`src/verilog/cpuPkg.sv`:
```
package cpuPkg;

    typedef logic [31:0] word;
    typedef logic [4:0] regAddr;

    typedef struct packed {
        logic [5:0] opcode;
        regAddr rs;
        regAddr rt;
        regAddr rd;
        logic [4:0] shamt;
        logic [5:0] funct;
    } rFormat;

    typedef struct packed {
        logic [5:0] opcode;
        regAddr rs;
        regAddr rt;
        logic [15:0] imm;
    } iFormat;

    // One fetched word, two views
    typedef union packed {
        rFormat r;
        iFormat i;
    } instrWord;

    typedef enum logic [2:0] {
        aluAdd,
        aluSub,
        aluAnd,
        aluOr,
        aluSlt,
        aluLui
    } aluOp;

    localparam logic [5:0] opSpecial = 6'h00;
    localparam logic [5:0] opBeq = 6'h04;
    localparam logic [5:0] opBne = 6'h05;
    localparam logic [5:0] opAddiu = 6'h09;
    localparam logic [5:0] opOri = 6'h0d;
    localparam logic [5:0] opLui = 6'h0f;
    localparam logic [5:0] opLw = 6'h23;
    localparam logic [5:0] opSw = 6'h2b;

    // R-format function codes
    localparam logic [5:0] fnAddu = 6'h21;
    localparam logic [5:0] fnSubu = 6'h23;
    localparam logic [5:0] fnAnd = 6'h24;
    localparam logic [5:0] fnOr = 6'h25;
    localparam logic [5:0] fnSlt = 6'h2a;

endpackage

```
`src/verilog/pipeIf.sv`:
```
`timescale 1ns/1ps

interface fetchIf;
    cpuPkg::word instr;
    cpuPkg::word pc;
    logic valid;
    logic stall;
    logic redirect;
    cpuPkg::word redirectTarget;

    modport fetcher(output instr, pc, valid, input stall, redirect, redirectTarget);
    modport decoder(input instr, pc, valid, output stall, redirect, redirectTarget);
endinterface

interface execIf;
    logic valid;
    cpuPkg::aluOp op;
    cpuPkg::word operandA;
    cpuPkg::word operandB;
    cpuPkg::regAddr destReg;
    logic memLoad;
    logic memStore;
    cpuPkg::word storeData;
    cpuPkg::word pc;

    modport decoder(output valid, op, operandA, operandB, destReg, memLoad, memStore,
                    storeData, pc);
    modport executor(input valid, op, operandA, operandB, destReg, memLoad, memStore,
                     storeData, pc);
endinterface

interface memIf;
    logic valid;
    cpuPkg::word result;
    cpuPkg::regAddr destReg;
    logic memLoad;
    logic memStore;
    cpuPkg::word storeData;
    cpuPkg::word pc;

    modport executor(output valid, result, destReg, memLoad, memStore, storeData, pc);
    modport memory(input valid, result, destReg, memLoad, memStore, storeData, pc);
endinterface

```
`src/verilog/cpuTop.sv`:
```
`timescale 1ns/1ps

module cpuTop #(
    parameter cpuPkg::word resetVector = '0
) (
    input logic clk,
    input logic reset,
    output cpuPkg::word instrAddress,
    input cpuPkg::word instrData,
    output cpuPkg::word effectivePC,
    output logic sbWriteEnable,
    output logic sbReadEnable,
    output cpuPkg::word sbAddress,
    output cpuPkg::word sbDataIn,
    input cpuPkg::word sbDataOut
);

    fetchIf fetchBus();
    execIf execBus();
    memIf memBus();

    logic fwdMemValid;
    cpuPkg::regAddr fwdMemReg;
    cpuPkg::word fwdMemValue;
    logic memIsLoad;
    logic wbEnable;
    cpuPkg::regAddr wbReg;
    cpuPkg::word wbData;

    fetchStage #(
        .resetVector(resetVector)
    ) fetchUnit (
        .clk(clk),
        .reset(reset),
        .instrAddress(instrAddress),
        .instrData(instrData),
        .fetch(fetchBus.fetcher)
    );

    decodeStage decodeUnit (
        .clk(clk),
        .reset(reset),
        .fetch(fetchBus.decoder),
        .exec(execBus.decoder),
        .fwdMemValid(fwdMemValid),
        .fwdMemReg(fwdMemReg),
        .fwdMemValue(fwdMemValue),
        .memIsLoad(memIsLoad),
        .wbEnable(wbEnable),
        .wbReg(wbReg),
        .wbData(wbData)
    );

    executeStage executeUnit (
        .clk(clk),
        .reset(reset),
        .exec(execBus.executor),
        .mem(memBus.executor)
    );

    memWritebackStage memUnit (
        .clk(clk),
        .reset(reset),
        .mem(memBus.memory),
        .sbWriteEnable(sbWriteEnable),
        .sbReadEnable(sbReadEnable),
        .sbAddress(sbAddress),
        .sbDataIn(sbDataIn),
        .sbDataOut(sbDataOut),
        .fwdMemValid(fwdMemValid),
        .fwdMemReg(fwdMemReg),
        .fwdMemValue(fwdMemValue),
        .memIsLoad(memIsLoad),
        .wbEnable(wbEnable),
        .wbReg(wbReg),
        .wbData(wbData),
        .effectivePC(effectivePC)
    );

endmodule

```
`src/verilog/decodeStage.sv`:
```
`timescale 1ns/1ps

module decodeStage (
    input logic clk,
    input logic reset,
    fetchIf.decoder fetch,
    execIf.decoder exec,
    input logic fwdMemValid,
    input cpuPkg::regAddr fwdMemReg,
    input cpuPkg::word fwdMemValue,
    input logic memIsLoad,
    input logic wbEnable,
    input cpuPkg::regAddr wbReg,
    input cpuPkg::word wbData
);

    cpuPkg::instrWord ins;
    cpuPkg::word signImm;
    cpuPkg::word zeroImm;
    cpuPkg::word rfData1;
    cpuPkg::word rfData2;
    cpuPkg::word rsValue;
    cpuPkg::word rtValue;
    cpuPkg::aluOp op;
    cpuPkg::regAddr destReg;
    logic useRs;
    logic useRt;
    logic useImm;
    logic immZeroExt;
    logic isBranch;
    logic memLoad;
    logic memStore;
    // Destination of whatever sits in execute now
    cpuPkg::regAddr execReg;
    logic hazardExec;
    logic hazardLoad;
    logic stall;
    logic taken;

    function automatic logic sourceMatch(input cpuPkg::regAddr r);
        return r != '0 && ((useRs && ins.i.rs == r) || (useRt && ins.i.rt == r));
    endfunction

    assign ins = fetch.instr;
    assign signImm = {{16{ins.i.imm[15]}}, ins.i.imm};
    assign zeroImm = {16'b0, ins.i.imm};

    always_comb begin
        op = cpuPkg::aluAdd;
        destReg = '0;
        useRs = 1'b1;
        useRt = 1'b0;
        useImm = 1'b1;
        immZeroExt = 1'b0;
        isBranch = 1'b0;
        memLoad = 1'b0;
        memStore = 1'b0;
        case (ins.i.opcode)
            cpuPkg::opSpecial: begin
                useRt = 1'b1;
                useImm = 1'b0;
                destReg = ins.r.rd;
                case (ins.r.funct)
                    cpuPkg::fnAddu: op = cpuPkg::aluAdd;
                    cpuPkg::fnSubu: op = cpuPkg::aluSub;
                    cpuPkg::fnAnd: op = cpuPkg::aluAnd;
                    cpuPkg::fnOr: op = cpuPkg::aluOr;
                    cpuPkg::fnSlt: op = cpuPkg::aluSlt;
                    // Anything else, nop included, writes nothing
                    default: destReg = '0;
                endcase
            end
            cpuPkg::opAddiu: destReg = ins.i.rt;
            cpuPkg::opOri: begin
                op = cpuPkg::aluOr;
                immZeroExt = 1'b1;
                destReg = ins.i.rt;
            end
            cpuPkg::opLui: begin
                op = cpuPkg::aluLui;
                useRs = 1'b0;
                immZeroExt = 1'b1;
                destReg = ins.i.rt;
            end
            cpuPkg::opLw: begin
                memLoad = 1'b1;
                destReg = ins.i.rt;
            end
            cpuPkg::opSw: begin
                memStore = 1'b1;
                useRt = 1'b1;
            end
            cpuPkg::opBeq, cpuPkg::opBne: begin
                isBranch = 1'b1;
                useRt = 1'b1;
            end
            default: useRs = 1'b0;
        endcase
    end

    registerFile regs (
        .clk(clk),
        .reset(reset),
        .readAddr1(ins.i.rs),
        .readAddr2(ins.i.rt),
        .readData1(rfData1),
        .readData2(rfData2),
        .writeEnable(wbEnable),
        .writeAddr(wbReg),
        .writeData(wbData)
    );

    // Memory stage wins over the writeback path inside the register file
    assign rsValue = (fwdMemValid && fwdMemReg == ins.i.rs) ? fwdMemValue : rfData1;
    assign rtValue = (fwdMemValid && fwdMemReg == ins.i.rt) ? fwdMemValue : rfData2;

    always_comb begin
        hazardExec = sourceMatch(execReg);
        hazardLoad = memIsLoad && sourceMatch(fwdMemReg);
    end

    assign stall = fetch.valid && (hazardExec || hazardLoad);
    assign taken = (rsValue == rtValue) != (ins.i.opcode == cpuPkg::opBne);

    assign fetch.stall = stall;
    assign fetch.redirect = fetch.valid && isBranch && taken && !stall;
    assign fetch.redirectTarget = fetch.pc + 32'd4 + {signImm[29:0], 2'b00};

    assign exec.valid = fetch.valid && !stall;
    assign exec.op = op;
    assign exec.operandA = rsValue;
    assign exec.operandB = useImm ? (immZeroExt ? zeroImm : signImm) : rtValue;
    assign exec.destReg = destReg;
    assign exec.memLoad = memLoad;
    assign exec.memStore = memStore;
    assign exec.storeData = rtValue;
    assign exec.pc = fetch.pc;

    always_ff @(posedge clk) begin
        if (reset) begin
            execReg <= '0;
        end
        else begin
            execReg <= exec.valid ? exec.destReg : '0;
        end
    end

    // Delay slot enters decode right after a taken branch
    delaySlotNext: assert property (@(posedge clk) disable iff (reset)
        fetch.redirect |=> (fetch.valid && fetch.pc == $past(fetch.pc) + 32'd4))
        else $error("delay slot missing after branch at %h", $past(fetch.pc));

endmodule

```
`src/verilog/executeStage.sv`:
```
`timescale 1ns/1ps

module executeStage (
    input logic clk,
    input logic reset,
    execIf.executor exec,
    memIf.executor mem
);

    logic valid;
    cpuPkg::aluOp opReg;
    cpuPkg::word aReg;
    cpuPkg::word bReg;
    cpuPkg::regAddr destReg;
    logic loadReg;
    logic storeReg;
    cpuPkg::word storeDataReg;
    cpuPkg::word pcReg;
    cpuPkg::word result;

    always_ff @(posedge clk) begin
        if (reset) begin
            valid <= 1'b0;
        end
        else begin
            valid <= exec.valid;
        end
    end

    always_ff @(posedge clk) begin
        opReg <= exec.op;
        aReg <= exec.operandA;
        bReg <= exec.operandB;
        destReg <= exec.destReg;
        loadReg <= exec.memLoad;
        storeReg <= exec.memStore;
        storeDataReg <= exec.storeData;
        pcReg <= exec.pc;
    end

    always_comb begin
        case (opReg)
            cpuPkg::aluSub: result = aReg - bReg;
            cpuPkg::aluAnd: result = aReg & bReg;
            cpuPkg::aluOr: result = aReg | bReg;
            cpuPkg::aluSlt: result = {31'b0, $signed(aReg) < $signed(bReg)};
            cpuPkg::aluLui: result = {bReg[15:0], 16'b0};
            default: result = aReg + bReg;
        endcase
    end

    assign mem.valid = valid;
    assign mem.result = result;
    assign mem.destReg = destReg;
    assign mem.memLoad = loadReg;
    assign mem.memStore = storeReg;
    assign mem.storeData = storeDataReg;
    assign mem.pc = pcReg;

endmodule

```
`src/verilog/fetchStage.sv`:
```
`timescale 1ns/1ps

module fetchStage #(
    parameter cpuPkg::word resetVector = '0
) (
    input logic clk,
    input logic reset,
    output cpuPkg::word instrAddress,
    input cpuPkg::word instrData,
    fetchIf.fetcher fetch
);

    cpuPkg::word pc;

    assign instrAddress = pc;

    always_ff @(posedge clk) begin
        if (reset) begin
            pc <= resetVector;
        end
        else if (!fetch.stall) begin
            pc <= fetch.redirect ? fetch.redirectTarget : pc + 32'd4;
        end
    end

    // Decode register, empty only right after reset
    always_ff @(posedge clk) begin
        if (reset) begin
            fetch.valid <= 1'b0;
        end
        else if (!fetch.stall) begin
            fetch.valid <= 1'b1;
        end
    end

    always_ff @(posedge clk) begin
        if (!fetch.stall) begin
            fetch.instr <= instrData;
            fetch.pc <= pc;
        end
    end

    addrAligned: assert property (@(posedge clk) disable iff (reset)
        instrAddress[1:0] == 2'b00)
        else $error("instrAddress %h not word aligned", instrAddress);

endmodule

```
`src/verilog/memWritebackStage.sv`:
```
`timescale 1ns/1ps

module memWritebackStage (
    input logic clk,
    input logic reset,
    memIf.memory mem,
    output logic sbWriteEnable,
    output logic sbReadEnable,
    output cpuPkg::word sbAddress,
    output cpuPkg::word sbDataIn,
    input cpuPkg::word sbDataOut,
    output logic fwdMemValid,
    output cpuPkg::regAddr fwdMemReg,
    output cpuPkg::word fwdMemValue,
    output logic memIsLoad,
    output logic wbEnable,
    output cpuPkg::regAddr wbReg,
    output cpuPkg::word wbData,
    output cpuPkg::word effectivePC
);

    logic memValid;
    cpuPkg::word memResult;
    cpuPkg::regAddr memDest;
    logic memLoad;
    logic memStore;
    cpuPkg::word memStoreData;
    cpuPkg::word memPc;
    logic wbValid;
    cpuPkg::regAddr wbDest;
    cpuPkg::word wbValue;
    cpuPkg::word wbPc;

    always_ff @(posedge clk) begin
        if (reset) begin
            memValid <= 1'b0;
            wbValid <= 1'b0;
            effectivePC <= '0;
        end
        else begin
            memValid <= mem.valid;
            wbValid <= memValid;
            if (wbValid) begin
                effectivePC <= wbPc;
            end
        end
    end

    always_ff @(posedge clk) begin
        memResult <= mem.result;
        memDest <= mem.destReg;
        memLoad <= mem.memLoad;
        memStore <= mem.memStore;
        memStoreData <= mem.storeData;
        memPc <= mem.pc;
        wbDest <= memDest;
        // Bus answers in the same cycle
        wbValue <= memLoad ? sbDataOut : memResult;
        wbPc <= memPc;
    end

    assign sbReadEnable = memValid && memLoad;
    assign sbWriteEnable = memValid && memStore;
    assign sbAddress = memResult;
    assign sbDataIn = memStoreData;

    // Load data is not here yet, decode stalls on it instead
    assign fwdMemValid = memValid && !memLoad && memDest != '0;
    assign fwdMemReg = memDest;
    assign fwdMemValue = memResult;
    assign memIsLoad = memValid && memLoad;

    assign wbEnable = wbValid && wbDest != '0;
    assign wbReg = wbDest;
    assign wbData = wbValue;

    busExclusive: assert property (@(posedge clk) disable iff (reset)
        !(sbReadEnable && sbWriteEnable))
        else $error("sbReadEnable and sbWriteEnable high together at pc %h", memPc);

endmodule

```
`src/verilog/registerFile.sv`:
```
`timescale 1ns/1ps

module registerFile (
    input logic clk,
    input logic reset,
    input cpuPkg::regAddr readAddr1,
    input cpuPkg::regAddr readAddr2,
    output cpuPkg::word readData1,
    output cpuPkg::word readData2,
    input logic writeEnable,
    input cpuPkg::regAddr writeAddr,
    input cpuPkg::word writeData
);

    cpuPkg::word regs [32];

    // Write-through so decode sees the value being retired this cycle
    function automatic cpuPkg::word readPort(input cpuPkg::regAddr addr);
        if (addr == '0)
            return '0;
        if (writeEnable && writeAddr == addr)
            return writeData;
        return regs[addr];
    endfunction

    always_ff @(posedge clk) begin
        if (reset) begin
            for (int i = 0; i < 32; i++) begin
                regs[i] <= '0;
            end
        end
        else if (writeEnable && writeAddr != '0) begin
            regs[writeAddr] <= writeData;
        end
    end

    always_comb begin
        readData1 = readPort(readAddr1);
        readData2 = readPort(readAddr2);
    end

endmodule
```
`config.mk`:
```
export PLATFORM = sky130hd
export DESIGN_NAME = cpuTop
export DESIGN_NICKNAME = d
export VERILOG_FILES = /design/src/verilog/cpuPkg.sv /design/src/verilog/pipeIf.sv /design/src/verilog/cpuTop.sv /design/src/verilog/decodeStage.sv /design/src/verilog/executeStage.sv /design/src/verilog/fetchStage.sv /design/src/verilog/memWritebackStage.sv /design/src/verilog/registerFile.sv
export SDC_FILE = /design/constraint.sdc
export NUM_CORES = 2
export LEC_CHECK = 0
export ABC_CLOCK_PERIOD_IN_PS = 4500
export BUFFER_PORTS_ARGS = -buffer_cell sky130_fd_sc_hd__buf_2
export CAP_MARGIN = 10
export CORE_ASPECT_RATIO = 1.5
export CORE_MARGIN = 4
export CORE_UTILIZATION = 55
export DETAILED_ROUTE_END_ITERATION = 8
export MAX_ROUTING_LAYER = met4
export PLACE_DENSITY = 0.74
export SLEW_MARGIN = 25
export SYNTH_ARGS = -nofsm -noshare
export SYNTH_HDL_FRONTEND = slang
export SYNTH_SLANG_ARGS = --single-unit
```
`constraint.sdc`:
```
create_clock -name clk -period 4.5 [get_ports clk]
set_clock_uncertainty 0.2 [all_clocks]
set_input_delay 0.45 -clock clk [delete_from_list [all_inputs] [get_ports clk]]
set_output_delay 0.45 -clock clk [all_outputs]
set_load 0.03 [all_outputs]
```
# Yosys cells after proc, flatten, opt, wreduce, memory -nomap -nowiden

Memories as Yosys holds them, arrays and structs flattened. A register that Yosys moved wholly into a read port is not among the register bits.
Cells that the tools add are included.

Add/subtract/negate cells: 5
Order comparisons: 1
Equality and inequality tests: 27
Mux-type cells: 41
Bitwise operators: 3
Reduce and logical (&&, ||, !) cells: 41

Operators with widths:

| operator                | count |
|---|---|
| $mux W32                | 15 |
| $pmux W32 S5            | 1 |
| $add A32 B3 Y32 const B | 2 |
| $add A32 B32 Y32        | 2 |
| $eq A6 B6 Y1 const B    | 7 |
| $eq A5 B5 Y1            | 8 |
| $and A32 B32 Y32        | 1 |
| $eq A32 B32 Y1          | 1 |
| $lt A32 B32 Y1          | 1 |
| $or A32 B32 Y32         | 1 |
| $reduce_or A32 Y1       | 1 |
| $sub A32 B32 Y32        | 1 |
| $logic_and A1 B1 Y1     | 22 |
| $mux W5                 | 4 |
| $eq A6 B4 Y1 const B    | 3 |
| $mux W1                 | 18 |
| $reduce_bool A5 Y1      | 3 |
| $eq A6 B3 Y1 const B    | 2 |
| $pmux W3 S4             | 1 |
| $logic_not A5 Y1        | 2 |
| $pmux W5 S2             | 1 |
| $pmux W3 S3             | 1 |
| $reduce_or A4 Y1        | 2 |
| $reduce_or A7 Y1        | 1 |
| 10 further kinds        | 17 |

Register bits: 447
Bits in writable memories: 1024
Input port bits: 66
Word-level logic and storage cells: 145
Memories kept: 1

Memory list:

| name                 | words | bits a word | rd ports | clocked after memory_dff | write ports | RTL line           | text |
|---|---|---|---|---|---|---|---|
| decodeUnit.regs.regs | 32    | 32          | 2        | 2                        | 32          | registerFile.sv:15 | `cpuPkg::word regs [32];` |

# Depth between registers and ports, before layout

Depth after elaboration: 13
Mapped depth: 21
Mapped depth without buffers: 18

# By module

From an unflattened synthesis, not the netlist that was laid out.

Cell total of the unflattened synthesis: 6083
Area total of the unflattened synthesis: 77020.1 µm²

Modules (own cells, without submodules):

| module            | times used | cells an instance | area an instance (µm²) | sequential area each (µm²) |
|---|---|---|---|---|
| registerFile      | 1          | 3797              | 55055.3                | 30749.5 |
| executeStage      | 1          | 926               | 7836.3                 | 2782.7 |
| memWritebackStage | 1          | 357               | 5301.3                 | 4124.0 |
| decodeStage       | 1          | 668               | 4853.4                 | 100.1 |
| fetchStage        | 1          | 335               | 3973.8                 | 2582.5 |

# Worst setup path before layout

Ideal clock, no wire load.

Path type: register -> register
Start point: register memUnit.memDest[1] (netlist: memUnit.fwdMemReg[1])
End point: register fetchUnit.pc[14] (netlist: fetchUnit.instrAddress[14])
Library setup time: 0.230 ns
Data arrival time: 4.272 ns
Path slack: -0.202 ns
Cell stages (with the launch flop): 11
Buffers on the path: 3
Cell sequence: dfxtp_1 or4_1 o21ai_0 a21oi_1 o221a_2 and2_1 clkbuf_1 inv_1 clkbuf_1 clkbuf_1 o221ai_1

Longest elaborated chain between the ends: 10
Elaborated cells between the ends (all ways): 23

Ends and longest elaborated chain:

| what                                              | RTL line                | text |
|---|---|---|
| start, declared                                   | memWritebackStage.sv:24 | `cpuPkg::regAddr memDest;` |
| start signal, assigned                            | memWritebackStage.sv:51 | `memDest <= mem.destReg;` |
| branches (longest 10 deep; another with $mux W32) | -                       |  |
| end signal, assigned                              | fetchStage.sv:19        | `pc <= resetVector;` |
| end signal, assigned                              | fetchStage.sv:22        | `pc <= fetch.redirect ? fetch.redirectTarget : pc + 32'd4;` |
| end, declared                                     | fetchStage.sv:13        | `cpuPkg::word pc;` |

Several ways; the timed one is not identified.
A chain may end at the register's enable or synchronous reset.

==> impl_metrics.yaml <==
synth:
  synth_most_common_cell: "edfxtp_1"
  ys.flop_type: "edfxtp_1"
  synth-edff-count: 1088
  synth_top_area_share_pct: 42.8
  synth_top_area_cell: "edfxtp_1"
  synth_area_leaders: "edfxtp_1 43%, mux4_2 13%, dfxtp_1 10%"
  synthCells: 5960
  ys_warn_count: 0
  syn_avg_cell_area_um2: 12.8
  synth.distinct_cells: 95
  synthTopCellsByCount: "1,088 x edfxtp_1, 861 x and2_1, 451 x mux4_2"
  async_flop_share_pct: 0
  seq_area_frac_synth_pct: 53.2
  syn_area_um2: 76300
  synth_seq_cells: 1481
timing:
  max_freq_mhz: 202
  worst_pin_slew_ns: 1.08
  period_needed_ns: 4.96
  slew_headroom_pct: 27.9
  setup_viol: 32
  period_share_pct: 110
  setup_slack_ns: -0.456
  rsz0062_at_grt: "true"
  final_hold_viol_count: 0
  maxSlewViolCount: 0
floorplan:
  ios: 196
  start_util_pct: 55.3
  die_h_um: 464
  num_rows: 167
  die_area_um2: 145000
  core_um2: 138000
  fp.dieW_um: 312
placement:
  dp_slack_ns: -0.876
  place.gp.congestion: 1.03
  dpl-instance-area_um2: 84900
  dpl.hpwl_um: 204000
  portBuffers: 195
worst_setup_path:
  end_kind: "flop"
  crit_path_max_incr_delay_ns: 0.59
  worstSetupPathType: "reg -> reg"
  critPathMaxFanout: 7
  cp_top_family: "compound AO/OA/AOI/OAI gates"
  critPathRequiredTime_ns: 5.01
  cp-start-kind: "flop"
  slowest_stage: "or4_4"
  cpMostUsedCell: "buf_8"
  cp.buffers_inverters: 5
  path_cells: "buf_8 > buf_16 > buf_8 > mux4_2 > a22oi_2 > buf_4 > nand4_1 > a21o_4 > xnor2_2 > o21ai_1 > a2111o_1 > or4_4 > o21a_1 > o21ai_4 > buf_12 > mux2_4 > o221a_1"
  arrival_ns: 5.47
pwr:
  power_mw: 35.5
  power_density_nw_per_um2: 384
  peakVddDrop_uv: 469
  power.leakage_nw: 36.4
clock_network:
  cts_tree: "built"
  clk_pin_slew_ns: 0.06
  clk_latency_ns: 0.84
  cts.path.max_buffers: 3
  root_buffer: "clkbuf_16"
  numCtsBuffers: 144
  clock-sinks: 1481
  ctsHtreeMaxLevel: 4
layout:
  drive_gt1_share_pct: 29.6
  layout.area.seq_um2: 40600
  largest_register_ffs: 1024
  fin_nets: 6995
  stdcell_area_um2: 92500
  multiInputGateArea_um2: 34200
  syn_to_final_growth_pct: 21.3
  fillers: 9684
  largest_register: "decodeUnit.regs.regs"
  final_util_pct: 67.1
grt:
  antenna_found_initial: 16
  grt_max_degree: 57
  first_global_vias: 59800
  grt.overflow.total: 0
  grt_use_total_pct: 42.7
  grt_pass1_wl_um: 427000
routing:
  wl_met3_um: 36800
  detail_route.first_pass.iterations: 8
  final_antenna_net_count: 0
  drcViolationCount: 0
  met1_length_um: 95100
  via_per_inst: 6.86
  met2_length_um: 138000
  wl_per_cell_um: 34.8
  drtIter0Drc: 8819
  wl_um: 303000
  top_layer_used: "met4"
  num_vias: 59700
outcome:
  violations: "setup timing"
  status: "finished with violations"
min_path:
  hp-class: "in -> reg"
job:
  max_cap_violations: 0
## worst register-to-register path: stages (launching register included)
cell and delay [ns]:
dfxtp_4 0.41, buf_8 0.17, buf_16 0.19, buf_8 0.12
mux4_2 0.50, a22oi_2 0.14, buf_4 0.16, nand4_1 0.27
a21o_4 0.35, xnor2_2 0.14, o21ai_1 0.07, a2111o_1 0.35
or4_4 0.59, o21a_1 0.26, o21ai_4 0.25, buf_12 0.18
mux2_4 0.30, o221a_1 0.22
## cells in the final DEF, fill, tap and decap left out, types with 99 or more instances in the layout
master,Yosys,final
edfxtp_1,1088,1088
and2_1,861,860
buf_4,31,714
mux4_2,451,451
dfxtp_1,393,381
mux2i_1,264,254
nor2_1,262,224
nand2_1,217,213
buf_2,73,194
nor3_1,196,192
a21oi_1,193,177
ha_1,154,154
clkbuf_16,0,146
inv_1,145,144
buf_12,0,99
## report_power, final
group          total (mW)  switching, mW  leakage, nW  internal (mW)
clock network        12.6           5.60         2.36           7.02
registers            16.1          0.799         14.5           15.3
logic                6.76           4.30         19.5           2.46
total                35.5           10.7         36.4           24.8
## worst paths after layout
path,start,end,slack [ns],depth (start not counted)
min reg2reg,executeUnit.mem.pc[0],memUnit.memPc[0],0.11,0
max reg2reg,flop,fetchUnit.instrAddress[23],-0.46,17
max,flop,fetchUnit.instrAddress[23],-0.46,17
min,reset,memUnit.effectivePC[11],0.05,3
## per-stage QoR
step                      setup TNS, ns  cells  hold slack (ns)
after floorplan                       0   5991            0.110
after detailed placement         -23.23   8251            0.112
after global placement           -24.33   8251            0.111
after global routing             -11.85   8685           0.0968
after CTS                         -5.04   8650           0.0147
final                            -10.27   8694           0.0488
## timing repair
item / CTS / global route
endpoints found under the setup margin: 32 / 33
cloned: 9 / 0
setup buffers: 62 / 18
resized for setup: 199 / 58
hold endpoints to repair: 74 / 0
pin swaps: 49 / 36
hold buffers: 64 / 0
## per-layer routing
metal	up-vias	track usage (%)
met4	0	35.8
met5	-	-
met2	4798	65.0
met3	1492	11.0
li1	24100	-
met1	29300	47.3
## kinds of logic after synthesis
logic type / synth area share, %
fa+ha+maj: 2.61
buf+inv: 3.77
compound gates: 8.11
mux: 17.5
simple gates: 13.8
flops: 53.2
other cells: 0.00492
xor+xnor: 0.999
## final cells by class
cell class,count,share of cell area [%]
inverter,149,0.609
tap,1774,2.40
antenna,29,0.0784
clock inverter,89,1.12
sequential,1481,43.8
timing repair buffer,1143,10.9
multi-input combinational,3853,37.0
clock buffer,176,4.14
Power figures use the tool's default switching activity.
